File: config.mk
export PLATFORM = sky130hd
export DESIGN_NAME = frame_capture
export DESIGN_NICKNAME = d
export VERILOG_FILES = /design/src/hw/cam_pkg.sv /design/src/hw/frame_capture.sv
export SDC_FILE = /design/constraint.sdc
export NUM_CORES = 1
export LEC_CHECK = 0
export BUFFER_PORTS_ARGS = -buffer_cell sky130_fd_sc_hd__buf_2
export CORE_AREA = 8 8 98 100
export CTS_CLUSTER_SIZE = 28
export DETAILED_ROUTE_END_ITERATION = 8
export DIE_AREA = 0 0 106 108
export GPL_TIMING_DRIVEN = 0
export HOLD_SLACK_MARGIN = 0.12
export PLACE_DENSITY = 0.81
export SYNTH_ARGS = -nofsm -noshare
export SYNTH_HDL_FRONTEND = slang
export SYNTH_SLANG_ARGS = --single-unit
File: constraint.sdc
create_clock -name ccd_pixel_clk -period 2.45 [get_ports ccd_pixel_clk]
set_input_delay 0.49 -clock ccd_pixel_clk [delete_from_list [all_inputs] [get_ports ccd_pixel_clk]]
set_output_delay 0.49 -clock ccd_pixel_clk [all_outputs]
set_load 0.01 [all_outputs]
File: src/hw/cam_pkg.sv
/*
  Shared widths and types for the single-clock camera data path.
  Sample width follows a 12-bit Bayer sensor; the packed word is 5-5-5
  with a zero pad bit on top, as the downstream reader expects.
*/
`default_nettype none

package cam_pkg;

  // ==========================================================================
  // Widths
  // ==========================================================================
  localparam int RAW_W       = 12;  // Camera sample
  localparam int COORD_W     = 12;  // Column and row counters
  localparam int CHAN5_W     = 5;   // Bits kept per colour
  localparam int SEG_DIGITS  = 6;   // Seven-segment digits
  localparam int FRAME_CNT_W = 32;
  localparam int DROP_CNT_W  = 16;  // Saturating drop counter

  // ==========================================================================
  // Types
  // ==========================================================================
  typedef logic [RAW_W-1:0] raw_t;

  // Sensor sync pins, registered together with the data
  typedef struct packed {
    logic frame_valid;
    logic line_valid;
  } cam_sync_t;

  // Full-precision demosaic output
  typedef struct packed {
    raw_t red;
    raw_t green;
    raw_t blue;
  } rgb_sample_t;

  // FIFO word, bit 15 always zero
  typedef struct packed {
    logic               pad;
    logic [CHAN5_W-1:0] r;
    logic [CHAN5_W-1:0] g;
    logic [CHAN5_W-1:0] b;
  } rgb555_t;

  typedef struct packed {
    logic red_en;
    logic green_en;
    logic blue_en;
  } chan_enable_t;

endpackage

`default_nettype wire
File: src/hw/frame_capture.sv
/*
  Pins are registered once, then captured; data is valid 2 cycles after the pins.
  A line is taken to end after IMG_WIDTH valid samples; counters also clear
  at every frame_valid fall. Start is sampled only at frame edges.
*/
`timescale 1ns/1ps
`default_nettype none

module frame_capture #(
  parameter int IMG_WIDTH  = 1280,
  parameter int IMG_HEIGHT = 960
) (
  input  wire                              ccd_pixel_clk,
  input  wire                              hps_fpga_reset_n,
  input  cam_pkg::raw_t                    raw_data,
  input  cam_pkg::cam_sync_t               raw_sync,
  input  wire                              capture_start,
  output cam_pkg::raw_t                    cap_sample,
  output logic                             cap_valid,
  output logic [cam_pkg::COORD_W-1:0]      cap_x,
  output logic [cam_pkg::COORD_W-1:0]      cap_y,
  output logic [cam_pkg::FRAME_CNT_W-1:0]  frame_count
);
  import cam_pkg::*;

  raw_t                raw_q;       // Pin register, data
  cam_sync_t           sync_q;      // Pin register, sync
  logic                fval_d;      // Previous frame_valid for edges
  logic                active;
  logic                active_now;
  logic                fval_rise;
  logic                fval_fall;
  logic                sample_ok;
  logic [COORD_W-1:0]  x_cnt;
  logic [COORD_W-1:0]  y_cnt;

  assign fval_rise = sync_q.frame_valid & ~fval_d;
  assign fval_fall = ~sync_q.frame_valid & fval_d;

  // Start arms on a frame rise, stop takes effect on a frame fall
  always_comb begin
    active_now = active;
    if (!active && fval_rise && capture_start) active_now = 1'b1;
    if (active && fval_fall && !capture_start) active_now = 1'b0;
  end

  assign sample_ok = active_now & sync_q.frame_valid & sync_q.line_valid;

  // ==========================================================================
  // Data path registers
  // ==========================================================================
  always_ff @(posedge ccd_pixel_clk) begin
    raw_q      <= raw_data;
    cap_sample <= raw_q;
  end

  // ==========================================================================
  // Control and counters
  // ==========================================================================
  always_ff @(posedge ccd_pixel_clk) begin
    if (!hps_fpga_reset_n) begin
      sync_q      <= '0;
      fval_d      <= 1'b0;
      active      <= 1'b0;
      cap_valid   <= 1'b0;
      cap_x       <= '0;
      cap_y       <= '0;
      x_cnt       <= '0;
      y_cnt       <= '0;
      frame_count <= '0;
    end else begin
      sync_q    <= raw_sync;
      fval_d    <= sync_q.frame_valid;
      active    <= active_now;
      cap_valid <= sample_ok;
      if (sample_ok) begin
        cap_x <= x_cnt;                 // Coordinates travel with the sample
        cap_y <= y_cnt;
        if (x_cnt == COORD_W'(IMG_WIDTH - 1)) begin
          x_cnt <= '0;                  // End of line
          y_cnt <= (y_cnt == COORD_W'(IMG_HEIGHT - 1)) ? '0 : y_cnt + 1'b1;
        end else begin
          x_cnt <= x_cnt + 1'b1;
        end
      end else if (fval_fall) begin
        x_cnt <= '0;                    // End of frame, resync
        y_cnt <= '0;
        if (active) frame_count <= frame_count + 1'b1;
      end
    end
  end

endmodule

`default_nettype wire

==> results.toml <==
[timing]
min_period_ns = 2.127
min_period_over_period_pct = 86.81
worst_pin_slew_ns = 0.7368
skew_ns = 0.008864
max-slew-margin-rel_pct = 50.83
setup_tns_ns = 0
setup_viol_count_final = 0
maxSlewViolCount = 0
rsz0062_at_grt = "no"
fin_ws_ns = 0.3231
fmax_mhz = 470.2
hold_viol_final = 0

[clock_tree]
insertion_delay_ns = 0.37
post_cts_resized = 0
clockBufferDepth = 2
cts_tree = "done"
post_cts_buffers = 0
root_buffer = "clkbuf_8"
cts.hold.buffers_added = 0
clk_pin_slew_ns = 0.11
htreeDepth = 3
cts_made_buffers = 9
clock-sinks = 109

[grt]
grt-ovfl-total = 0
grt_max_degree = 23
grt_pass1_wl_mm = 16.12
antenna_found_initial = 0
grt_pass1_vias = 3474
grtUsageTotal_pct = 16.91

[yosys]
ys_seq_area_share_pct = 51.52
synth_ff_type = "dfxtp_1"
synthDominantCellAreaShare_pct = 51.52
synth_largest_area_cell = "dfxtp_1"
synth-seq-cells = 109
synthArstFlopShare_pct = 0
synthTopCellsByCount = "109 x dfxtp_1, 78 x nand2_1, 61 x nor2_1, 33 x a21oi_1, 30 x nand3_1"
yosysMostFrequentCell = "dfxtp_1"
synth_area_per_cell_um2 = 8.860
yosys-top-cells-area = "dfxtp_1 52%, nand2_1 6.9%, xor2_1 6.0%"
synth_fp_nets = 498
postSynthCellCount = 478
syn_area_mm2 = 0.004235
yosys_warnings = 0
synth_cell_types = 51
synth_edf_count = 0

[layout]
final_core_util_pct = 62.10
nNetsFinal = 593
drive_above_1_share_pct = 20.93
num_antenna_cells = 0
n_fill_cell = 742
area.growth.synth_to_final_pct = 18.05

[power]
leakagePower_nw = 2.056
ir_drop_mv = 0.4570
pwr_density_cell_mw_per_mm2 = 600.2
finalPower_mw = 3.001

[routing]
wl_per_cell_um = 14.27
drt_iter0_drc = 160
drc_errors = 0
ant_nets = 0
via_per_inst = 5.429
routed-via-count = 3708
drtPass1Iterations = 5
routed_wl_mm = 9.745

[setup_path]
timing.rr.end = "x_cnt[5]$_SDFFE_PN0P_"
path_class = "reg2reg"
endpoint_kind = "flop"
r2r-start = "x_cnt[0]$_SDFFE_PN0P_"
ff2ff_setup_slack_ns = 0.32
reg2reg_depth = 6
worstPathRequired_ns = 2.72
critPathMaxFanout = 8
worstPathArrival_ns = 2.40
critPathLaunchType = "flop"

[floorplan]
fp.dieW_um = 106
fp.dieArea_mm2 = 0.01145
die_h_um = 108
io_pins = 86
start_util_pct = 52.60
core_area_mm2 = 0.008051
num_rows = 33

[worst_hold_path]
holdCritPathClass = "in2reg"
hold_depth = 1
hold_path_end = "raw_q[8]$_DFF_P_"
hp-start = "raw_data[8]"

[placed_design]
place_congestion = 0.9170
preCtsSetupSlack_ns = 0.2563
numPortBuffers = 84
dp_hpwl_mm = 7.254

[job]
cap_violations = 0

[outcome]
status = "completed"
through the flow:
stage	cell area, um^2	cells	hold WS [ns]
floorplan	4235	478	0.3096
global placement	4787	667	0.3097
detailed placement	4787	667	0.3128
CTS	5000	683	0.1932
global route	5000	683	0.1736
finish	5000	683	0.2052
cells in the final DEF (no fill, tap or decap), drive strengths merged, types with 15 or more instances in the layout:
| cell type | count |
|---|---|
| dfxtp | 109 |
| buf | 93 |
| nand2 | 78 |
| nor2 | 61 |
| a21oi | 33 |
| nand3 | 30 |
| xor2 | 29 |
| clkbuf | 21 |
| nand4 | 16 |
| o21ai | 15 |
critical path, stage by stage, from the launching register on:
cell	delay, ns
dfxtp_1	0.49
ha_1	0.25
and4_1	0.27
nand3_1	0.31
nand2_1	0.32
o21ai_0	0.14
a31o_2	0.26
worst max-delay path by stage:
| stage | cells past startpoint | slack, ns | to | startpoint |
|---|---|---|---|---|
| after floorplan | 7 | 0.71 | y_cnt[11]$_SDFFE_PN0P_ | x_cnt[0]$_SDFFE_PN0P_ |
| after global placement | 7 | 0.28 | y_cnt[5]$_SDFFE_PN0P_ | capture_start |
| after detailed placement | 7 | 0.26 | y_cnt[5]$_SDFFE_PN0P_ | capture_start |
| after CTS | 6 | 0.36 | x_cnt[5]$_SDFFE_PN0P_ | x_cnt[0]$_SDFFE_PN0P_ |
| after global routing | 6 | 0.15 | y_cnt[7]$_SDFFE_PN0P_ | x_cnt[0]$_SDFFE_PN0P_ |
| final | 6 | 0.32 | x_cnt[5]$_SDFFE_PN0P_ | x_cnt[0]$_SDFFE_PN0P_ |
registers in the layout (all words and copies together) (netlist names):
name,flops
cap_valid,1
sync_q,2
y_cnt,12
fval_d,1
x_cnt,12
active,1
cap_x,12
cap_y,12
raw_q,12
cap_sample,12
frame_count,32
power breakdown:
group	switching, mW	internal (mW)	total [mW]	leakage, nW
registers	0.00843	1.80	1.81	0.888
clock network	0.684	0.415	1.10	0.106
logic	0.0644	0.0317	0.0960	1.06
final cells by class:
cell class	instances	area, um^2	share of cell area (%)
buffer	21	101.3	2.027
clock buffer	9	123.9	2.477
clock inverter	7	88.84	1.777
inverter	5	18.77	0.3754
multi-input combinational	343	1933	38.66
sequential	109	2182	43.64
tap	105	131.4	2.628
timing repair buffer	84	420.4	8.408
kinds of logic after synthesis:
| family | share of synthesized area (%) |
|---|---|
| compound gates | 10.90 |
| xor+xnor | 6.617 |
| fa+ha+maj | 0.8864 |
| buf+inv | 2.836 |
| flops | 51.52 |
| mux | 0.7681 |
| simple gates | 26.47 |
metal layers:
layer  vias up  GRT usage [%]  share of wire (%)
met5         -              0                  0
met3        12          4.938                7.0
met4         0          6.231                1.6
met2       122          27.79                 48
li1       1840              -                  -
met1      1734          20.66                 43
No activity file was read; power rests on OpenSTA's default activity.
