## src/hw/cam_pkg.sv

```systemverilog
/*
  Shared widths and types for the single-clock camera data path.
  Sample width follows a 12-bit Bayer sensor; the packed word is 5-5-5
  with a zero pad bit on top, as the downstream reader expects.
*/
`default_nettype none

package cam_pkg;

  // ==========================================================================
  // Widths
  // ==========================================================================
  localparam int RAW_W       = 12;  // Camera sample
  localparam int COORD_W     = 12;  // Column and row counters
  localparam int CHAN5_W     = 5;   // Bits kept per colour
  localparam int SEG_DIGITS  = 6;   // Seven-segment digits
  localparam int FRAME_CNT_W = 32;
  localparam int DROP_CNT_W  = 16;  // Saturating drop counter

  // ==========================================================================
  // Types
  // ==========================================================================
  typedef logic [RAW_W-1:0] raw_t;

  // Sensor sync pins, registered together with the data
  typedef struct packed {
    logic frame_valid;
    logic line_valid;
  } cam_sync_t;

  // Full-precision demosaic output
  typedef struct packed {
    raw_t red;
    raw_t green;
    raw_t blue;
  } rgb_sample_t;

  // FIFO word, bit 15 always zero
  typedef struct packed {
    logic               pad;
    logic [CHAN5_W-1:0] r;
    logic [CHAN5_W-1:0] g;
    logic [CHAN5_W-1:0] b;
  } rgb555_t;

  typedef struct packed {
    logic red_en;
    logic green_en;
    logic blue_en;
  } chan_enable_t;

endpackage

`default_nettype wire
```

## src/hw/rgb_packer.sv

```systemverilog
/*
  Keeps the top 5 bits of each colour; a disabled channel reads as zero.
  Pushes only while a FIFO credit is held, otherwise the pixel is dropped
  and counted. The drop counter saturates and clears only on reset.
*/
`timescale 1ns/1ps
`default_nettype none

module rgb_packer #(
  parameter int FIFO_DEPTH = 128
) (
  input  wire                              ccd_pixel_clk,
  input  wire                              hps_fpga_reset_n,
  input  cam_pkg::rgb_sample_t             rgb,
  input  wire                              rgb_valid,
  input  cam_pkg::chan_enable_t            chan_enable,
  input  wire                              credit_return,
  output logic                             push,
  output cam_pkg::rgb555_t                 push_data,
  output logic [cam_pkg::DROP_CNT_W-1:0]   drop_count
);
  import cam_pkg::*;

  localparam int CRED_W = $clog2(FIFO_DEPTH + 1);

  logic [CRED_W-1:0] credits;
  logic              has_credit;
  logic              spend;
  rgb555_t           packed_word;

  assign has_credit = (credits != '0);
  assign spend      = rgb_valid & has_credit;

  // Truncate and mask
  always_comb begin
    packed_word.pad = 1'b0;
    packed_word.r   = chan_enable.red_en   ? rgb.red[RAW_W-1 -: CHAN5_W]   : '0;
    packed_word.g   = chan_enable.green_en ? rgb.green[RAW_W-1 -: CHAN5_W] : '0;
    packed_word.b   = chan_enable.blue_en  ? rgb.blue[RAW_W-1 -: CHAN5_W]  : '0;
  end

  always_ff @(posedge ccd_pixel_clk) begin
    if (spend) push_data <= packed_word;
  end

  always_ff @(posedge ccd_pixel_clk) begin
    if (!hps_fpga_reset_n) begin
      credits    <= CRED_W'(FIFO_DEPTH);       // FIFO starts empty
      push       <= 1'b0;
      drop_count <= '0;
    end else begin
      push <= spend;
      case ({spend, credit_return})
        2'b10:   credits <= credits - 1'b1;
        2'b01:   credits <= credits + 1'b1;
        default: credits <= credits;           // Both or neither cancel out
      endcase
      if (rgb_valid && !has_credit && drop_count != {DROP_CNT_W{1'b1}}) begin
        drop_count <= drop_count + 1'b1;
      end
    end
  end

endmodule

`default_nettype wire

```

## config.mk

```make
export PLATFORM = sky130hd
export DESIGN_NAME = rgb_packer
export DESIGN_NICKNAME = d
export VERILOG_FILES = /design/src/hw/cam_pkg.sv /design/src/hw/rgb_packer.sv
export SDC_FILE = /design/constraint.sdc
export NUM_CORES = 1
export LEC_CHECK = 0
export BUFFER_PORTS_ARGS = -buffer_cell sky130_fd_sc_hd__buf_2
export CAP_MARGIN = 0
export CELL_PAD_IN_SITES_DETAIL_PLACEMENT = 1
export CELL_PAD_IN_SITES_GLOBAL_PLACEMENT = 2
export CORE_AREA = 2 2 85 87
export CTS_BUF_LIST = sky130_fd_sc_hd__clkbuf_8
export CTS_CLUSTER_SIZE = 30
export DETAILED_ROUTE_END_ITERATION = 8
export DIE_AREA = 0 0 87 89
export PLACE_DENSITY_LB_ADDON = 0.12
export SETUP_SLACK_MARGIN = 0.05
export SLEW_MARGIN = 30
export SYNTH_ARGS = -nofsm -noshare
export SYNTH_HDL_FRONTEND = slang
export SYNTH_SLANG_ARGS = --single-unit
export TNS_END_PERCENT = 10
```

## constraint.sdc

```tcl
create_clock -name ccd_pixel_clk -period 3.84 [get_ports ccd_pixel_clk]
set_clock_uncertainty 0.05 [all_clocks]
set_input_delay 0.576 -clock ccd_pixel_clk [delete_from_list [all_inputs] [get_ports ccd_pixel_clk]]
set_output_delay 0.576 -clock ccd_pixel_clk [all_outputs]
set_load 0.02 [all_outputs]
```

==> key figures, run 1 <==
Run status
  • Status: completed

CTS
  • Number of clock sinks: 40
  • Worst-skew pair later-pin latency: 0.29 ns
  • Worst-path clk slew: approximately 0.080 ns
  • CTS tree: done
  • Setup bufs post-CTS: 0
  • # H-tree levels: 2
  • Clk buf depth: 2
  • Clk Tree Root Cell: clkbuf_8
  • CTS buffer count: 5
  • PostCTS Resize Cnt: 0
  • Post-CTS Hold Fix Bufs: 0

Logic synthesis
  • Seq/Total Area, Yosys: 48.2%
  • Synth top cells by count: 30 x and2_1, 25 x dfxtp_1, 17 x nand2_1
  • Dominant cell type by area after synthesis: dfxtp_1
  • Post-Syn Instances: 196
  • Cell with the most instances after synthesis: and2_1
  • Asr flop ratio synth: 0%
  • Synthesized area per cell: 10.1 um^2
  • Net Count, Synth: 248
  • Post-synthesis register bit count: 40
  • Ys Warns: 0
  • Post-synth EDFFs: 15
  • Ys flop type: dfxtp_1
  • Library cells used by synthesis: 39
  • Synthesized area: between 1500 and 2000 um^2
  • Synth area leaders: dfxtp_1 25%, edfxtp_1 23%, and2_1 9.5%
  • Yosys top cell area share: 25.3%

Cells and area
  • Area growth syn-to-layout: 20.5%
  • Final core occ: between 30% and 40%
  • # nets final: 300
  • N_diodes: 0
  • Share of cells above drive strength 1: 25.7%

Pwr
  • Leak pwr: 1.06 nW
  • PwrDens: 523 nW/um^2
  • Combinational share of power: 33.3%
  • Psw: 0.419 mW
  • Clock power frac: 22.0%
  • Peak VDD IR: 202 uV
  • Internal power: 0.825 mW
  • Flop pwr share: 44.8%
  • Switching share of power: approximately 34%

Setup path
  • Crit-path max FO: 8
  • Critical Path End Type: register
  • Slowest stage cell, crit path: dfxtp_1
  • WP buf/inv: 1
  • Crit path max-delay family: compound AO/OA/AOI/OAI gates
  • Critical path's largest stage delay: 0.35 ns
  • CP Launch Type: register
  • CP Cell Sequence: nor4_4 -> nand2_1 -> nand2_1 -> ha_1 -> inv_1 -> ha_1 -> a21oi_1 -> o31ai_1 -> a21o_1 -> o31ai_1 -> mux2i_1 -> mux2_2
  • Crit path arrival time: 3.21 ns
  • CP Class: register to register
  • Worst Path Required: 3.98 ns

Route
  • DRT Wirelength: approximately 4200 um
  • Vias per cell: 4.56
  • Iteration-0 DRC Markers: 59
  • DRT antenna net count: 0
  • Routed WL per cell: 12.7 um
  • DRC viols: 0
  • Initial DRT Pass Iterations: 4
  • Via Count: 1,500

STA
  • Fin crit period: 3.07 ns
  • Slew Viols, Final: 0
  • Ratio of final minimum period to clock period: 80.1%
  • Max Fclk: 325 MHz
  • Slew @ Worst Pin: around 0.63 ns
  • Final setup fails: 0
  • TNS Setup: 0 ns
  • Final Hold Fails: 0
  • RSZ-0062 raised after global routing: no
  • Slew Limit Headroom: 57.9%

Global route
  • First-pass GRT wire length: 6820 um
  • Grt ovf: 0
  • Total GRT Usage: 11.2%
  • Vias in the first global route: 1,468
  • Initial antenna violation count: 0
  • Largest net degree at the start of global routing: 32

Floorplan
  • Initial Util: a little under 30%
  • Die height: roughly 90 um
  • Row cnt: 30
  • Floorplan core area: between 6000 and 7000 um^2
  • Boundary Pins: 76
  • DIE AREA: 7740 um^2
  • Die Width: 87 um

Placement
  • Buffers on Ports: 53
  • GP Congestion: around 0.72
  • Hpwl dp: 2980 um

Hold path
  • Tightest Hold Check Type: input pin to register

Run
  • Max Cap Violations: 0
==> layer usage <==
| layer | wire (um) | GRT usage (%) | up-vias | share of wire (%) |
|---|---|---|---|---|
| met2 | 1850 | 18.1 | 35 | 44 |
| met4 | 26 | 4.26 | 0 | 0.62 |
| met1 | 2090 | 14.5 | 694 | 50 |
| li1 | - | - | 769 | - |
| met5 | 0 | 0 | - | 0 |
| met3 | 228 | 2.68 | 2 | 5.4 |
==> cells by family (layout without fill, tap and decap cells) <==
family | count (synthesis) | after routing | share of synthesized area (%)
other | 1 | 1 | 0.190
XOR/XNOR | 15 | 15 | 6.65
AO/OA/AOI/OAI | 25 | 25 | 7.79
flip-flops | 40 | 40 | 48.2
buffers and inverters | 14 | 67 | 3.30
multiplexers | 4 | 4 | 2.09
adder cells (fa/ha/maj) | 9 | 9 | 6.08
AND/OR/NAND/NOR | 88 | 88 | 25.7
==> cells in the final DEF, fill, tap and decap left out, drive strengths merged, types with 3 or more instances in the layout <==
cell    Yosys  layout
nand3       5       5
xor2        8       8
inv         6       6
edfxtp     15      15
buf         3      53
o21ai       9       9
a21oi       5       5
ha          8       8
clkinv      0       3
nor3        7       7
mux2i       3       3
clkbuf      5       5
xnor2       7       7
nand2b      4       4
nand2      17      17
or3         4       4
nor2b       3       3
nor2        8       8
and2       30      30
a21boi      3       3
dfxtp      25      25
==> metrics by stage <==
| stage | setup slack, ns | std cells | hold slack, ns | power, mW | instance area (um^2) |
|---|---|---|---|---|---|
| after global routing | 0.486 | 329 | 0.485 | 1.35 | 2380 |
| final | 0.766 | 329 | 0.492 | 1.24 | 2380 |
| after CTS | 0.724 | 329 | 0.479 | 1.27 | 2380 |
| after detailed placement | 0.782 | 321 | 0.479 | 0.985 | 2300 |
| after floorplan | 1.07 | 196 | 0.451 | 0.891 | 1970 |
| after global placement | 0.756 | 321 | 0.465 | 0.981 | 2300 |
==> flip-flops by register name, indices dropped and copies added, names as in the netlist <==
register,flops
drop_count,16
push_data,15
push,1
credits,8
==> power by group through the flow <==
stage | Clock (mW) | Sequential (mW) | Combinational [mW]
after floorplan | 0 | 0.591 | 0.301
after global placement | 0 | 0.566 | 0.415
after detailed placement | 0 | 0.568 | 0.417
after CTS | 0.291 | 0.559 | 0.422
after global routing | 0.308 | 0.567 | 0.475
final | 0.273 | 0.557 | 0.414
==> area by class of cell <==
class	count	area, um^2
Clock buffer	5	68.8
Multi-Input combinational cell	142	958
Sequential cell	40	951
Tap cell	80	100
Clock inverter	3	13.8
Timing Repair Buffer	53	265
Inverter	6	22.5
Fill cell	792	4340
==> final timing paths <==
check | start | to | slack (ns) | cells after the start
setup / recovery | credits[3] | credits[7] | 0.77 | 12
hold / removal | rgb_valid | push | 0.49 | 2
setup reg to reg | credits[3] | credits[7] | 0.77 | 12
hold reg to reg | credits[7] | credits[7] | 0.50 | 2
Power figures use the tool's default switching activity.
==> inputs of run 2 (changes only) <==
Clock period 3.84 ns to 2.9 ns, I/O delays scaled along.
==> key figures, run 2 (same netlist as run 1, synthesis figures left out) <==
Pwr
  • Clock power frac: 23.1% (+1.1 points)
  • Psw: 0.667 mW (+59%)
  • Total power draw: 2.06 mW (+66%)
  • Internal power: 1.40 mW (+69%)
  • Combinational share of power: 41.7% (+8.4 points)
  • PwrDens: 763 nW/um^2 (+46%)
  • Flop pwr share: 35.2% (-9.6 points)
  • Switching share of power: 32.3% (-1.4 points)
  • Peak VDD IR: 262 uV (+30%)
  • Leak pwr: 1.20 nW (+13%)

STA
  • Ratio of final minimum period to clock period: 95.0% (+15 points)
  • RSZ-0062 raised after global routing: yes
  • Final Hold Fails: 0 (unchanged)
  • Fin crit period: 2.76 ns (-0.318 ns)
  • Final setup fails: 0 (unchanged)
  • Slew Viols, Final: 0 (unchanged)
  • TNS Setup: 0 ns (unchanged)
  • Slew @ Worst Pin: 0.640 ns (+0.00865 ns)
  • Slew Limit Headroom: 57.3% (-0.58 points)
  • Max Fclk: 363 MHz (+12%)

Cells and area
  • Area growth syn-to-layout: 36.9%
  • Largest Register: drop_count
  • N_diodes: 0 (unchanged)
  • Fill cells: 764 (-3.5%)
  • Fin cells: 357 (+8.5%)
  • Largest regs: drop_count x16, push_data x15, credits x8
  • # nets final: 328 (+9.3%)
  • Commonest non-fill, non-tap cells in the layout: 53 x buf_2, 30 x and2_1, 28 x buf_4
  • Max reg flops: 16 (unchanged)
  • Most common cell after layout, fill and taps aside: buf_2
  • Final Cell Area: 2700 um^2 (+14%)
  • Share of cells above drive strength 1: 38.6% (+13 points)
  • Register area: 953 um^2 (+0.26%)
  • Multi-input gate area: 1030 um^2 (+7.4%)

Route
  • DRT Wirelength: 4750 um (+13%)
  • Via Count: 1,618 (+7.9%)
  • Vias per cell: 4.53 (-0.59%)
  • DRT antenna net count: 0 (unchanged)
  • Iteration-0 DRC Markers: 45 (-24%)
  • Routed WL per cell: 13.3 um (+4.5%)
  • Initial DRT Pass Iterations: 4 (unchanged)
  • DRC viols: 0 (unchanged)

Global route
  • GR met2 Demand/Resource: 20.3% (+2.2 points)
  • Vias in the first global route: 1,582 (+7.8%)
  • Met3 Usage GRT: 3.23% (+0.55 points)
  • First-pass GRT wire length: 7700 um (+13%)
  • Busiest grt layer: met2
  • Largest net degree at the start of global routing: 32 (unchanged)
  • Total GRT Usage: 12.8% (+1.6 points)
  • Grt ovf: 0 (unchanged)
  • Initial antenna violation count: 0 (unchanged)
  • Met1 usage: 16.9% (+2.4 points)

Setup path
  • CP Launch Type: register
  • Slowest stage cell, crit path: mux2_2
  • CP Cell Sequence: nor4_4 -> nand2_1 -> nand2_2 -> ha_4 -> inv_4 -> buf_4 -> ha_1 -> a21o_1 -> o31ai_2 -> mux2i_1 -> mux2_2
  • CP Class: register to register
  • Crit path max-delay family: simple AND/OR/NAND/NOR gates
  • Critical Path End Type: register
  • Critical path's largest stage delay: 0.35 ns (about the same)
  • Crit-path max FO: 5 (-3)
  • Crit path arrival time: 2.90 ns (-0.31 ns)
  • Worst Path Required: 3.05 ns (-0.93 ns)
  • WP buf/inv: 2 (+1)

Placement
  • Buffers on Ports: 53 (unchanged)
  • GP Congestion: 0.692 (-3.6%)
  • Post-DP Area: 2400 um^2 (+4.6%)
  • Placed cells: 335 (+4.4%)
  • Hpwl dp: 3130 um (+5.0%)

CTS
  • # H-tree levels: 2 (unchanged)
  • Worst-path clk slew: 0.09 ns (about the same)
  • CTS tree: done
  • Post-CTS Hold Fix Bufs: 0 (unchanged)
  • CTS buffer count: 5 (unchanged)
  • Number of clock sinks: 40 (unchanged)
  • Clk buf depth: 2 (unchanged)
  • Worst-skew pair later-pin latency: 0.30 ns (about the same)
  • Clk Tree Root Cell: clkbuf_8

Floorplan
  • Floorplan core area: 6720 um^2 (unchanged)
  • Row cnt: 30 (unchanged)
  • DIE AREA: 7740 um^2 (unchanged)
  • Boundary Pins: 76 (unchanged)
  • Die height: 89 um (unchanged)
  • Initial Util: 29.4% (unchanged)
  • Die Width: 87 um (unchanged)

Run status
  • Status: completed

Run
  • Max Cap Violations: 0 (unchanged)

Hold path
  • Tightest Hold Check Type: input pin to register
## run 2: layer usage
metal	vias to the layer above	wire length, um
met5	-	0
met2	36	2160
li1	833	-
met3	4	263
met4	0	60
met1	745	2260
## run 2: worst paths after layout
path                            slack, ns              to           start  depth (start not counted)
worst min-delay path                 0.36    push_data[3]         rgb[10]                          2
worst min register to register       0.50  drop_count[12]  drop_count[12]                          2
worst max-delay path                 0.14      credits[7]      credits[6]                         11
worst max register to register       0.14      credits[7]      credits[6]                         11
## run 2: worst reg2reg max path, delay by kind of cell, from the launching register on
family                   cells  cell delay (ns)
AO/OA/AOI/OAI                2             0.43
adder cells (fa/ha/maj)      2             0.46
multiplexers                 2             0.58
buffers and inverters        2             0.21
AND/OR/NAND/NOR              3             0.60
flip-flops                   1             0.34
## run 2: power by group through the flow
stage | clock network, mW | logic (mW) | registers, mW
2_1_floorplan | 0 | 0.398 | 0.782
3_3_place_gp | 0 | 0.673 | 0.736
3_5_place_dp | 0 | 0.680 | 0.737
4_1_cts | 0.502 | 0.793 | 0.725
5_1_grt | 0.531 | 0.973 | 0.735
6_report | 0.477 | 0.860 | 0.725
## run 2: through the flow
| step | hold slack [ns] | util (%) | setup slack, ns |
|---|---|---|---|
| after floorplan | 0.451 | - | 0.133 |
| after global placement | 0.493 | 35.8 | -0.0814 |
| after detailed placement | 0.496 | 35.8 | -0.102 |
| after CTS | 0.337 | 39.5 | 0.0354 |
| after global routing | 0.352 | 40.2 | -0.00751 |
| final | 0.360 | 40.2 | 0.144 |
## run 2: cell type report
| cell class | instances | area share (%) |
|---|---|---|
| tap | 80 | 3.70 |
| timing repair buffer | 81 | 17.6 |
| inverter | 6 | 1.06 |
| sequential | 40 | 35.3 |
| multi-input combinational | 142 | 38.1 |
| clock inverter | 3 | 1.71 |
| clock buffer | 5 | 2.55 |
## run 2: repair_timing
action / CTS / global route
pin swaps: 9 / 5
setup buffers: 12 / 2
endpoints found under the setup margin: 2 / 15
gates resized for setup: 10 / 8
