### config.mk
export PLATFORM = sky130hd
export DESIGN_NAME = frame_count_display
export DESIGN_NICKNAME = d
export VERILOG_FILES = /design/src/hw/cam_pkg.sv /design/src/hw/frame_count_display.sv
export SDC_FILE = /design/constraint.sdc
export NUM_CORES = 1
export LEC_CHECK = 0
export BUFFER_PORTS_ARGS = -buffer_cell sky130_fd_sc_hd__clkbuf_2
export CAP_MARGIN = 20
export CORE_ASPECT_RATIO = 1.1
export CORE_MARGIN = 8
export CORE_UTILIZATION = 38
export CTS_CLUSTER_SIZE = 28
export DETAILED_ROUTE_END_ITERATION = 7
export PLACE_DENSITY = 0.7
export SLEW_MARGIN = 20
export SYNTH_ARGS = -nofsm -noshare
export SYNTH_HDL_FRONTEND = slang
export SYNTH_SLANG_ARGS = --single-unit
### constraint.sdc
create_clock -name ccd_pixel_clk -period 1.18 [get_ports ccd_pixel_clk]
set_clock_uncertainty 0.05 [all_clocks]
set_input_delay 0.118 -clock ccd_pixel_clk [delete_from_list [all_inputs] [get_ports ccd_pixel_clk]]
set_output_delay 0.118 -clock ccd_pixel_clk [all_outputs]
set_load 0.05 [all_outputs]
### src/hw/cam_pkg.sv
/*
  Shared widths and types for the single-clock camera data path.
  Sample width follows a 12-bit Bayer sensor; the packed word is 5-5-5
  with a zero pad bit on top, as the downstream reader expects.
*/
`default_nettype none

package cam_pkg;

  // ==========================================================================
  // Widths
  // ==========================================================================
  localparam int RAW_W       = 12;  // Camera sample
  localparam int COORD_W     = 12;  // Column and row counters
  localparam int CHAN5_W     = 5;   // Bits kept per colour
  localparam int SEG_DIGITS  = 6;   // Seven-segment digits
  localparam int FRAME_CNT_W = 32;
  localparam int DROP_CNT_W  = 16;  // Saturating drop counter

  // ==========================================================================
  // Types
  // ==========================================================================
  typedef logic [RAW_W-1:0] raw_t;

  // Sensor sync pins, registered together with the data
  typedef struct packed {
    logic frame_valid;
    logic line_valid;
  } cam_sync_t;

  // Full-precision demosaic output
  typedef struct packed {
    raw_t red;
    raw_t green;
    raw_t blue;
  } rgb_sample_t;

  // FIFO word, bit 15 always zero
  typedef struct packed {
    logic               pad;
    logic [CHAN5_W-1:0] r;
    logic [CHAN5_W-1:0] g;
    logic [CHAN5_W-1:0] b;
  } rgb555_t;

  typedef struct packed {
    logic red_en;
    logic green_en;
    logic blue_en;
  } chan_enable_t;

endpackage

`default_nettype wire
### src/hw/frame_count_display.sv
/*
  Shows the low 24 bits of the frame count as six hex digits, one cycle late.
  Segments a..g on bits 0..6, active low; all segments off during reset.
*/
`timescale 1ns/1ps
`default_nettype none

module frame_count_display (
  input  wire                                  ccd_pixel_clk,
  input  wire                                  hps_fpga_reset_n,
  input  wire [cam_pkg::FRAME_CNT_W-1:0]       frame_count,
  output logic [cam_pkg::SEG_DIGITS-1:0][6:0]  hex_segments
);
  import cam_pkg::*;

  // Hex nibble to segment code
  function automatic logic [6:0] hex_to_seg(input logic [3:0] nibble);
    logic [6:0] seg;
    case (nibble)
      4'h0: seg = 7'h40;
      4'h1: seg = 7'h79;
      4'h2: seg = 7'h24;
      4'h3: seg = 7'h30;
      4'h4: seg = 7'h19;
      4'h5: seg = 7'h12;
      4'h6: seg = 7'h02;
      4'h7: seg = 7'h78;
      4'h8: seg = 7'h00;
      4'h9: seg = 7'h10;
      4'ha: seg = 7'h08;
      4'hb: seg = 7'h03;   // Lower case b
      4'hc: seg = 7'h46;
      4'hd: seg = 7'h21;   // Lower case d
      4'he: seg = 7'h06;
      default: seg = 7'h0e;
    endcase
    return seg;
  endfunction

  always_ff @(posedge ccd_pixel_clk) begin
    if (!hps_fpga_reset_n) begin
      hex_segments <= '1;                     // Blank
    end else begin
      for (int d = 0; d < SEG_DIGITS; d++) begin
        hex_segments[d] <= hex_to_seg(frame_count[4*d +: 4]);
      end
    end
  end

endmodule

`default_nettype wire

==> impl_metrics.json, run 1 <==
{
  "outcome": "completed",
  "netSwitchingFraction": 0.346,
  "die_height_um": 102,
  "wirelength_mm": 5.44,
  "synth-seq-cells": 42,
  "cap_viol_max_count": 0,
  "setup_viol": 0,
  "synth_instances": 270,
  "largest_register": "hex_segments",
  "path_cells": "clkbuf_2",
  "ios": 76,
  "power.static_leakage_nw": 1.52,
  "post_synth.cell_area_avg_um2": 9.44,
  "area_growth_syn_to_layout_pct": 23.7,
  "nNetsFinal": 424,
  "pwr_density_cell_mw_per_mm2": 1210,
  "clk_transition_reported_paths_ns": 0.08,
  "critPathArrivalTime_ns": 0.91,
  "relSlewSlack": 0.789,
  "post-route-min-period_ns": 1.08,
  "antenna_violating_nets_post_route": 0,
  "clock_tree.buffer_depth": 2,
  "grt-ovfl-total": 0,
  "syn-num-nets": 346,
  "dp_hpwl_mm": 4.35,
  "fin_total_pwr_mw": 3.82,
  "place.gp.congestion": 0.815,
  "startpoint": "hex_segments[15]$_SDFF_PN1_",
  "power.ir.vdd_worst_v": 0.000597,
  "post_cts_buffers": 0,
  "total_switching_power_mw": 1.32,
  "clkSinkCount": 42,
  "initial_core_util": 0.389,
  "portBuffers": 67,
  "grt_antenna_before_repair": 0,
  "vias_per_cell": 4.94,
  "grt_max_degree": 30,
  "setup.worst_path.end": "hex_segments[15]",
  "tritoncts": "done",
  "die-area_mm2": 0.00959,
  "ctsHoldBuffers": 0,
  "drive_gt1_frac": 0.281,
  "placement_rows": 31,
  "grtUsageTotal": 0.117,
  "cell_area_placed_mm2": 0.00304,
  "synth.yosys.seq_area_share": 0.330,
  "max_stage_delay_ns": 0.34,
  "yosysWarnings": 0,
  "combPwrFrac": 0.289,
  "worst-path-stages": 1,
  "wire_per_inst_um": 12.6,
  "power.share.clock": 0.301,
  "num_vias": 2131,
  "fill_cells": 635,
  "worst-setup-path-type": "register to output pin",
  "post-route-period-util": 0.912,
  "vias_in_the_first_global_route": 2126,
  "layout_top_registers": "hex_segments: 42 flops",
  "die_w_um": 94.1,
  "first_pass_iters": 4,
  "core_mm2": 0.00656,
  "rsz0062_at_grt": "false",
  "syn_area_mm2": 0.00255,
  "critPathTopFamily": "flip-flops",
  "final-max-slew-violation-count": 0,
  "finish.utilization": 0.481,
  "clock-root-buffer": "sky130_fd_sc_hd__clkbuf_8",
  "h-tree-depth": 2,
  "numCtsBuffers": 5,
  "antenna-diode-count": 0,
  "global_route_wire_length_before_repair_mm": 9.20,
  "critPathCaptureType": "output pin",
  "holdCritPathClass": "input port to register",
  "final.hold.worst_slack_ns": 0.0748,
  "worstPathRequired_ns": 1.01,
  "drcViolationCount": 0,
  "critPathLaunchType": "register",
  "post_synth_num_cell_types": 27,
  "fmaxAchievable_mhz": 929,
  "finish.instance_area_mm2": 0.00315,
  "worstMarginPinSlew_ns": 0.317,
  "p_seq_frac": 0.410,
  "p_int_mw": 2.50,
  "critical_path.slowest_cell": "sky130_fd_sc_hd__dfxtp_1",
  "cp_max_fo": 1,
  "cts-resized-gates": 0,
  "critical_path_buf_inv_count": 1,
  "timing.final.hold_violations": 0,
  "drt-initial-drc-count": 35,
  "largest_register_ff_count": 42
}
metal layers:
layer	track usage	routed length, um
met5	0	0
met4	0.0403	55
met3	0.0397	407
met2	0.203	2630
met1	0.130	2340
worst min path at each step:
stage / start / endpoint / slack (ns) / cells past startpoint
final: frame_count[6] / hex_segments[11]$_SDFF_PN1_ / 0.07 / 2
after floorplan: frame_count[6] / hex_segments[11]$_SDFF_PN1_ / 0.18 / 1
after global routing: frame_count[22] / hex_segments[39]$_SDFF_PN1_ / 0.08 / 2
after CTS: frame_count[6] / hex_segments[11]$_SDFF_PN1_ / 0.07 / 2
after detailed placement: frame_count[6] / hex_segments[11]$_SDFF_PN1_ / 0.39 / 2
after global placement: frame_count[22] / hex_segments[39]$_SDFF_PN1_ / 0.39 / 2
Yosys cell counts, drive strengths merged:
cell type   n  area share
o31ai       2      0.0059
o311ai      6       0.021
buf        13       0.038
mux2        4       0.018
a31oi       6       0.015
a211oi      6       0.018
a21oi       3      0.0059
nor2b       7       0.017
o31a        5       0.017
o211ai     18       0.053
clkbuf      3      0.0044
and2        4      0.0098
ha         42        0.21
inv        17       0.025
mux2i      16       0.063
nor2        9       0.013
nand3b      4       0.012
dfxtp      42        0.33
nand2      13       0.019
nand2b     12       0.029
nand3      14       0.027
a21boi      6       0.018
o21ai      18       0.035
placed cells by master (no fill, tap or decap), drive strengths merged:
master     n
nand2b    12
mux2       4
clkbuf    73
a21oi      3
o31a       5
o311ai     6
o21ai     18
nand2     13
mux2i     16
a211oi     6
o211ai    18
buf       20
clkinvlp   1
and2       4
o31ai      2
nand3     14
nor2       9
dfxtp     42
nand3b     4
bufinv     1
nor2b      7
a21boi     6
a31oi      6
inv       17
ha        42
metrics by stage:
stage                     std cells  worst slack, ns  TNS (ns)
final                           431            0.104         0
after global routing            431           0.0503         0
after CTS                       431           0.0858         0
after detailed placement        423          -0.0500   -0.0894
after global placement          423         -0.00277  -0.00460
after floorplan                 270            0.215         0
cells by family (layout without fill, tap and decap cells):
logic type,after synthesis,in the layout,synth area share
AOI/OAI and AO/OA,70,70,0.188
adders and majority gates,42,42,0.206
buffers and inverters,33,112,0.0673
DFF,42,42,0.330
muxes,20,20,0.0805
and+or+nand+nor,63,63,0.128
power groups by stage:
stage	clock, mW	combinational [mW]	sequential, mW
global placement	0	1.10	1.60
CTS	1.20	1.12	1.57
finish	1.15	1.10	1.57
detailed placement	0	1.12	1.60
global route	1.25	1.20	1.58
floorplan	0	0.379	2.02
area by class of cell:
| type | instances | area (um^2) | share of cell area |
|---|---|---|---|
| clock inverter | 2 | 37.5 | 0.0119 |
| timing repair buffer | 87 | 498 | 0.158 |
| inverter | 17 | 63.8 | 0.0202 |
| sequential | 42 | 841 | 0.267 |
| clock buffer | 6 | 72.6 | 0.0230 |
| tap | 82 | 103 | 0.0326 |
| multi-input combinational | 195 | 1540 | 0.487 |
(Power assumes the default switching activity.)
==> run 2, diff against run 1 <==
--- a/config.mk
+++ b/config.mk
@@ -7,7 +7,7 @@
 export LEC_CHECK = 0
 export BUFFER_PORTS_ARGS = -buffer_cell sky130_fd_sc_hd__clkbuf_2
 export CAP_MARGIN = 20
-export CORE_ASPECT_RATIO = 1.1
+export CORE_ASPECT_RATIO = 0.8
 export CORE_MARGIN = 8
 export CORE_UTILIZATION = 38
 export CTS_CLUSTER_SIZE = 28
==> impl_metrics.json, run 2 (synthesized netlist as in run 1, its figures left out) <==
{
  "layout_top_registers": "hex_segments: 42 flops",
  "die-area_mm2": 0.00960,
  "finish.utilization": 0.497,
  "vias_in_the_first_global_route": 2143,
  "clock-root-buffer": "sky130_fd_sc_hd__clkbuf_8",
  "hold_path_end": "hex_segments[39]$_SDFF_PN1_",
  "nNetsFinal": 433,
  "clkSinkCount": 42,
  "layout_commonest_cell": "sky130_fd_sc_hd__clkbuf_2",
  "antenna_violating_nets_post_route": 0,
  "most-common-layout-cells": "sky130_fd_sc_hd__clkbuf_2 (67), sky130_fd_sc_hd__ha_1 (42), sky130_fd_sc_hd__dfxtp_1 (42)",
  "dp_hpwl_mm": 4.44,
  "grt_max_degree": 40,
  "critPathLaunchType": "register",
  "fmaxAchievable_mhz": 938,
  "final-max-slew-violation-count": 0,
  "drt-initial-drc-count": 38,
  "initial_core_util": 0.396,
  "max_stage_delay_ns": 0.33,
  "area_growth_syn_to_layout_pct": 25.7,
  "hold_depth": 2,
  "tritoncts": "done",
  "worstPathRequired_ns": 1.01,
  "post_cts_buffers": 0,
  "outcome": "completed",
  "grtUsageTotal": 0.123,
  "timing.final.hold_violations": 0,
  "core_mm2": 0.00644,
  "rsz0062_at_grt": "false",
  "grt_antenna_before_repair": 0,
  "die_w_um": 108,
  "antenna-diode-count": 0,
  "num_vias": 2202,
  "post-route-period-util": 0.903,
  "final_cells": 442,
  "drive_gt1_frac": 0.299,
  "ios": 76,
  "clk_transition_reported_paths_ns": 0.08,
  "post-route-min-period_ns": 1.07,
  "clock_tree.buffer_depth": 2,
  "critPathTopFamily": "flip-flops",
  "drcViolationCount": 0,
  "relSlewSlack": 0.772,
  "fill_cells": 610,
  "critical_path_buf_inv_count": 1,
  "holdCritStartpoint": "frame_count[22]",
  "cp_max_fo": 1,
  "critPathArrivalTime_ns": 0.90,
  "pwr_density_cell_mw_per_mm2": 1140,
  "wire_per_inst_um": 13.0,
  "portBuffers": 67,
  "final.hold.worst_slack_ns": 0.0767,
  "cts-resized-gates": 0,
  "largest_register_ff_count": 42,
  "worst-path-stages": 1,
  "global_route_wire_length_before_repair_mm": 9.73,
  "path_cells": "clkbuf_2",
  "first_pass_iters": 4,
  "cap_viol_max_count": 0,
  "critPathCaptureType": "output pin",
  "worst-setup-path-type": "register to output pin",
  "largest_register": "hex_segments",
  "ctsHoldBuffers": 0,
  "h-tree-depth": 2,
  "finish.instance_area_mm2": 0.00320,
  "critical_path.slowest_cell": "sky130_fd_sc_hd__dfxtp_1",
  "power.static_leakage_nw": 1.56,
  "placement_rows": 26,
  "setup_viol": 0,
  "die_height_um": 89.3,
  "dp_cells": 434,
  "wirelength_mm": 5.72,
  "place.gp.congestion": 0.799,
  "power.ir.vdd_worst_v": 0.000432,
  "vias_per_cell": 4.98,
  "worstMarginPinSlew_ns": 0.337,
  "cell_area_placed_mm2": 0.00311,
  "grt-ovfl-total": 0,
  "fin_total_pwr_mw": 3.65,
  "holdCritPathClass": "input port to register",
  "numCtsBuffers": 5
}
==> run 2: how the worst max path moves through the flow <==
stage	start	endpoint	slack, ns
finish	hex_segments[24]$_SDFF_PN1_	hex_segments[24]	0.11
global route	hex_segments[24]$_SDFF_PN1_	hex_segments[24]	0.07
CTS	hex_segments[24]$_SDFF_PN1_	hex_segments[24]	0.09
detailed placement	frame_count[0]	hex_segments[1]$_SDFF_PN1_	-0.05
global placement	frame_count[12]	hex_segments[24]$_SDFF_PN1_	-0.02
floorplan	frame_count[20]	hex_segments[36]$_SDFF_PN1_	0.22
==> run 2: area by class of cell <==
class | count | area [um^2] | area share
well taps | 84 | 105 | 0.0328
clock buffers | 7 | 86.3 | 0.0270
flip-flops and latches | 42 | 841 | 0.263
repair buffers | 96 | 566 | 0.177
multi-input cells | 195 | 1540 | 0.480
inverters | 17 | 63.8 | 0.0199
clock inverters | 1 | 5.00 | 0.00156
==> run 2: per-stage QoR <==
stage                     TNS, ns  setup slack (ns)
final                           0             0.114
after global routing            0            0.0724
after CTS                       0            0.0902
after detailed placement   -0.138           -0.0454
after global placement    -0.0399           -0.0238
after floorplan                 0             0.215
==> run 2: per-layer routing <==
layer  GRT usage  vias to the layer above  routed length [um]
met4      0.0490                        0                  73
li1            -                     1134                   -
met5           0                        -                   0
met3      0.0324                       10                 343
met1       0.150                     1003                2690
met2       0.204                       55                2610
==> run 2: power breakdown <==
| part | total, mW | switching [mW] | internal [mW] |
|---|---|---|---|
| registers | 1.57 | 0.0303 | 1.54 |
| logic | 1.14 | 0.788 | 0.351 |
| clock network | 0.946 | 0.474 | 0.472 |
| total | 3.65 | 1.29 | 2.36 |
==> run 3, diff against run 2 <==
--- a/config.mk
+++ b/config.mk
@@ -5,6 +5,7 @@
 export SDC_FILE = /design/constraint.sdc
 export NUM_CORES = 1
 export LEC_CHECK = 0
+export ABC_CLOCK_PERIOD_IN_PS = 1180
 export BUFFER_PORTS_ARGS = -buffer_cell sky130_fd_sc_hd__clkbuf_2
 export CAP_MARGIN = 20
 export CORE_ASPECT_RATIO = 0.8
@@ -12,6 +13,7 @@
 export CORE_UTILIZATION = 38
 export CTS_CLUSTER_SIZE = 28
 export DETAILED_ROUTE_END_ITERATION = 7
+export GPL_TIMING_DRIVEN = 0
 export PLACE_DENSITY = 0.7
 export SLEW_MARGIN = 20
 export SYNTH_ARGS = -nofsm -noshare
==> impl_metrics.json, run 3 (synthesized netlist as in run 1, its figures left out) <==
{
  "outcome": "completed",
  "power.ir.vdd_worst_v": 0.000442,
  "clk_transition_reported_paths_ns": 0.08,
  "largest_register_ff_count": 42,
  "worst-path-stages": 1,
  "place.gp.congestion": 0.821,
  "largest_register": "hex_segments",
  "power.share.clock": 0.249,
  "critical_path.slowest_cell": "sky130_fd_sc_hd__dfxtp_1",
  "grt-ovfl-total": 0,
  "post_cts_buffers": 0,
  "setup.worst_path.end": "hex_segments[24]",
  "layout_commonest_cell": "sky130_fd_sc_hd__clkbuf_2",
  "worst-setup-path-type": "register to output pin",
  "critPathLaunchType": "register",
  "finish.utilization": 0.474,
  "vias_in_the_first_global_route": 2129,
  "num_vias": 2112,
  "startpoint": "hex_segments[24]$_SDFF_PN1_",
  "wirelength_mm": 6.24,
  "holdCritPathClass": "input port to register",
  "antenna_violating_nets_post_route": 0,
  "grtUsageTotal": 0.131,
  "layout_top_registers": "hex_segments: 42 flops",
  "vias_per_cell": 4.97,
  "global_route_wire_length_before_repair_mm": 10.2,
  "post-route-min-period_ns": 1.07,
  "ios": 76,
  "critPathCaptureType": "output pin",
  "die_w_um": 108,
  "die-area_mm2": 0.00960,
  "wire_per_inst_um": 14.7,
  "timing.final.hold_violations": 0,
  "clkSinkCount": 42,
  "placement_rows": 26,
  "grt_antenna_before_repair": 0,
  "critPathTopFamily": "flip-flops",
  "nNetsFinal": 417,
  "final-max-slew-violation-count": 0,
  "h-tree-depth": 2,
  "p_int_mw": 2.25,
  "clock_tree.buffer_depth": 2,
  "fmaxAchievable_mhz": 937,
  "antenna-diode-count": 0,
  "drcViolationCount": 0,
  "post-route-period-util": 0.905,
  "worstPathRequired_ns": 1.01,
  "p_seq_frac": 0.441,
  "netSwitchingFraction": 0.365,
  "dp_hpwl_mm": 4.68,
  "numCtsBuffers": 5,
  "drive_gt1_frac": 0.252,
  "drt-initial-drc-count": 35,
  "ctsHoldBuffers": 0,
  "tns_ns": 0,
  "first_pass_iters": 4,
  "portBuffers": 64,
  "most-common-layout-cells": "sky130_fd_sc_hd__clkbuf_2 (64), sky130_fd_sc_hd__ha_1 (42), sky130_fd_sc_hd__dfxtp_1 (42)",
  "cap_viol_max_count": 0,
  "critical_path_buf_inv_count": 1,
  "critPathArrivalTime_ns": 0.90,
  "die_height_um": 89.3,
  "area_growth_syn_to_layout_pct": 19.7,
  "core_mm2": 0.00644,
  "clock-root-buffer": "sky130_fd_sc_hd__clkbuf_8",
  "max_stage_delay_ns": 0.33,
  "initial_core_util": 0.396,
  "combPwrFrac": 0.310,
  "tritoncts": "done",
  "rsz0062_at_grt": "false",
  "power.static_leakage_nw": 1.46,
  "worstMarginPinSlew_ns": 0.411,
  "setup_viol": 0,
  "cp_max_fo": 1,
  "holdCritStartpoint": "frame_count[14]",
  "cts-resized-gates": 0,
  "relSlewSlack": 0.726,
  "grt_max_degree": 12,
  "total_switching_power_mw": 1.30,
  "pwr_density_cell_mw_per_mm2": 1160,
  "path_cells": "clkbuf_2"
}
## run 3: cell types whose count changed in the layout (fill, tap and decap cells not counted), moves of 3 or more
cell and delta:
sky130_fd_sc_hd__buf_4 -23, sky130_fd_sc_hd__buf_2 +5, sky130_fd_sc_hd__clkbuf_1 +4, sky130_fd_sc_hd__buf_6 +3, sky130_fd_sc_hd__clkbuf_2 -3
## run 3: cell type report
class,count,area [um^2]
buffer,16,108
inverter,17,63.8
multi-input combinational,195,1540
timing repair buffer,64,320
fill,645,3390
clock buffer,7,76.3
tap,84,105
sequential,42,841
## run 3: routing by layer
| layer | track usage | up-vias | part of all wire |
|---|---|---|---|
| li1 | - | 1094 | - |
| met1 | 0.164 | 954 | 0.47 |
| met2 | 0.213 | 56 | 0.45 |
| met3 | 0.0324 | 8 | 0.063 |
| met4 | 0.0503 | 0 | 0.015 |
| met5 | 0 | - | 0 |
## run 3: how the worst min path moves through the flow
| stage | end | slack, ns | cells after the start |
|---|---|---|---|
| finish | hex_segments[27]$_SDFF_PN1_ | 0.02 | 2 |
| CTS | hex_segments[27]$_SDFF_PN1_ | 0.01 | 2 |
| detailed placement | hex_segments[27]$_SDFF_PN1_ | 0.33 | 2 |
| floorplan | hex_segments[11]$_SDFF_PN1_ | 0.18 | 1 |
| global route | hex_segments[27]$_SDFF_PN1_ | 0.03 | 2 |
| global placement | hex_segments[27]$_SDFF_PN1_ | 0.33 | 2 |
## run 3: power by group through the flow
stage | Sequential (mW) | Clock, mW | Combinational, mW
floorplan | 2.02 | 0 | 0.379
global placement | 1.60 | 0 | 1.09
detailed placement | 1.60 | 0 | 1.10
CTS | 1.57 | 0.918 | 1.11
global route | 1.58 | 0.977 | 1.19
finish | 1.57 | 0.882 | 1.10
## run 3: per-stage QoR
stage / std cells / hold WS, ns / area (um^2) / power (mW) / setup slack, ns
finish: 425 / 0.0204 / 3050 / 3.55 / 0.113
CTS: 425 / 0.0141 / 3050 / 3.59 / 0.0819
detailed placement: 418 / 0.333 / 2970 / 2.70 / -0.0917
floorplan: 270 / 0.181 / 2550 / 2.40 / 0.215
global route: 425 / 0.0326 / 3050 / 3.75 / 0.0698
global placement: 418 / 0.332 / 2970 / 2.69 / -0.0727
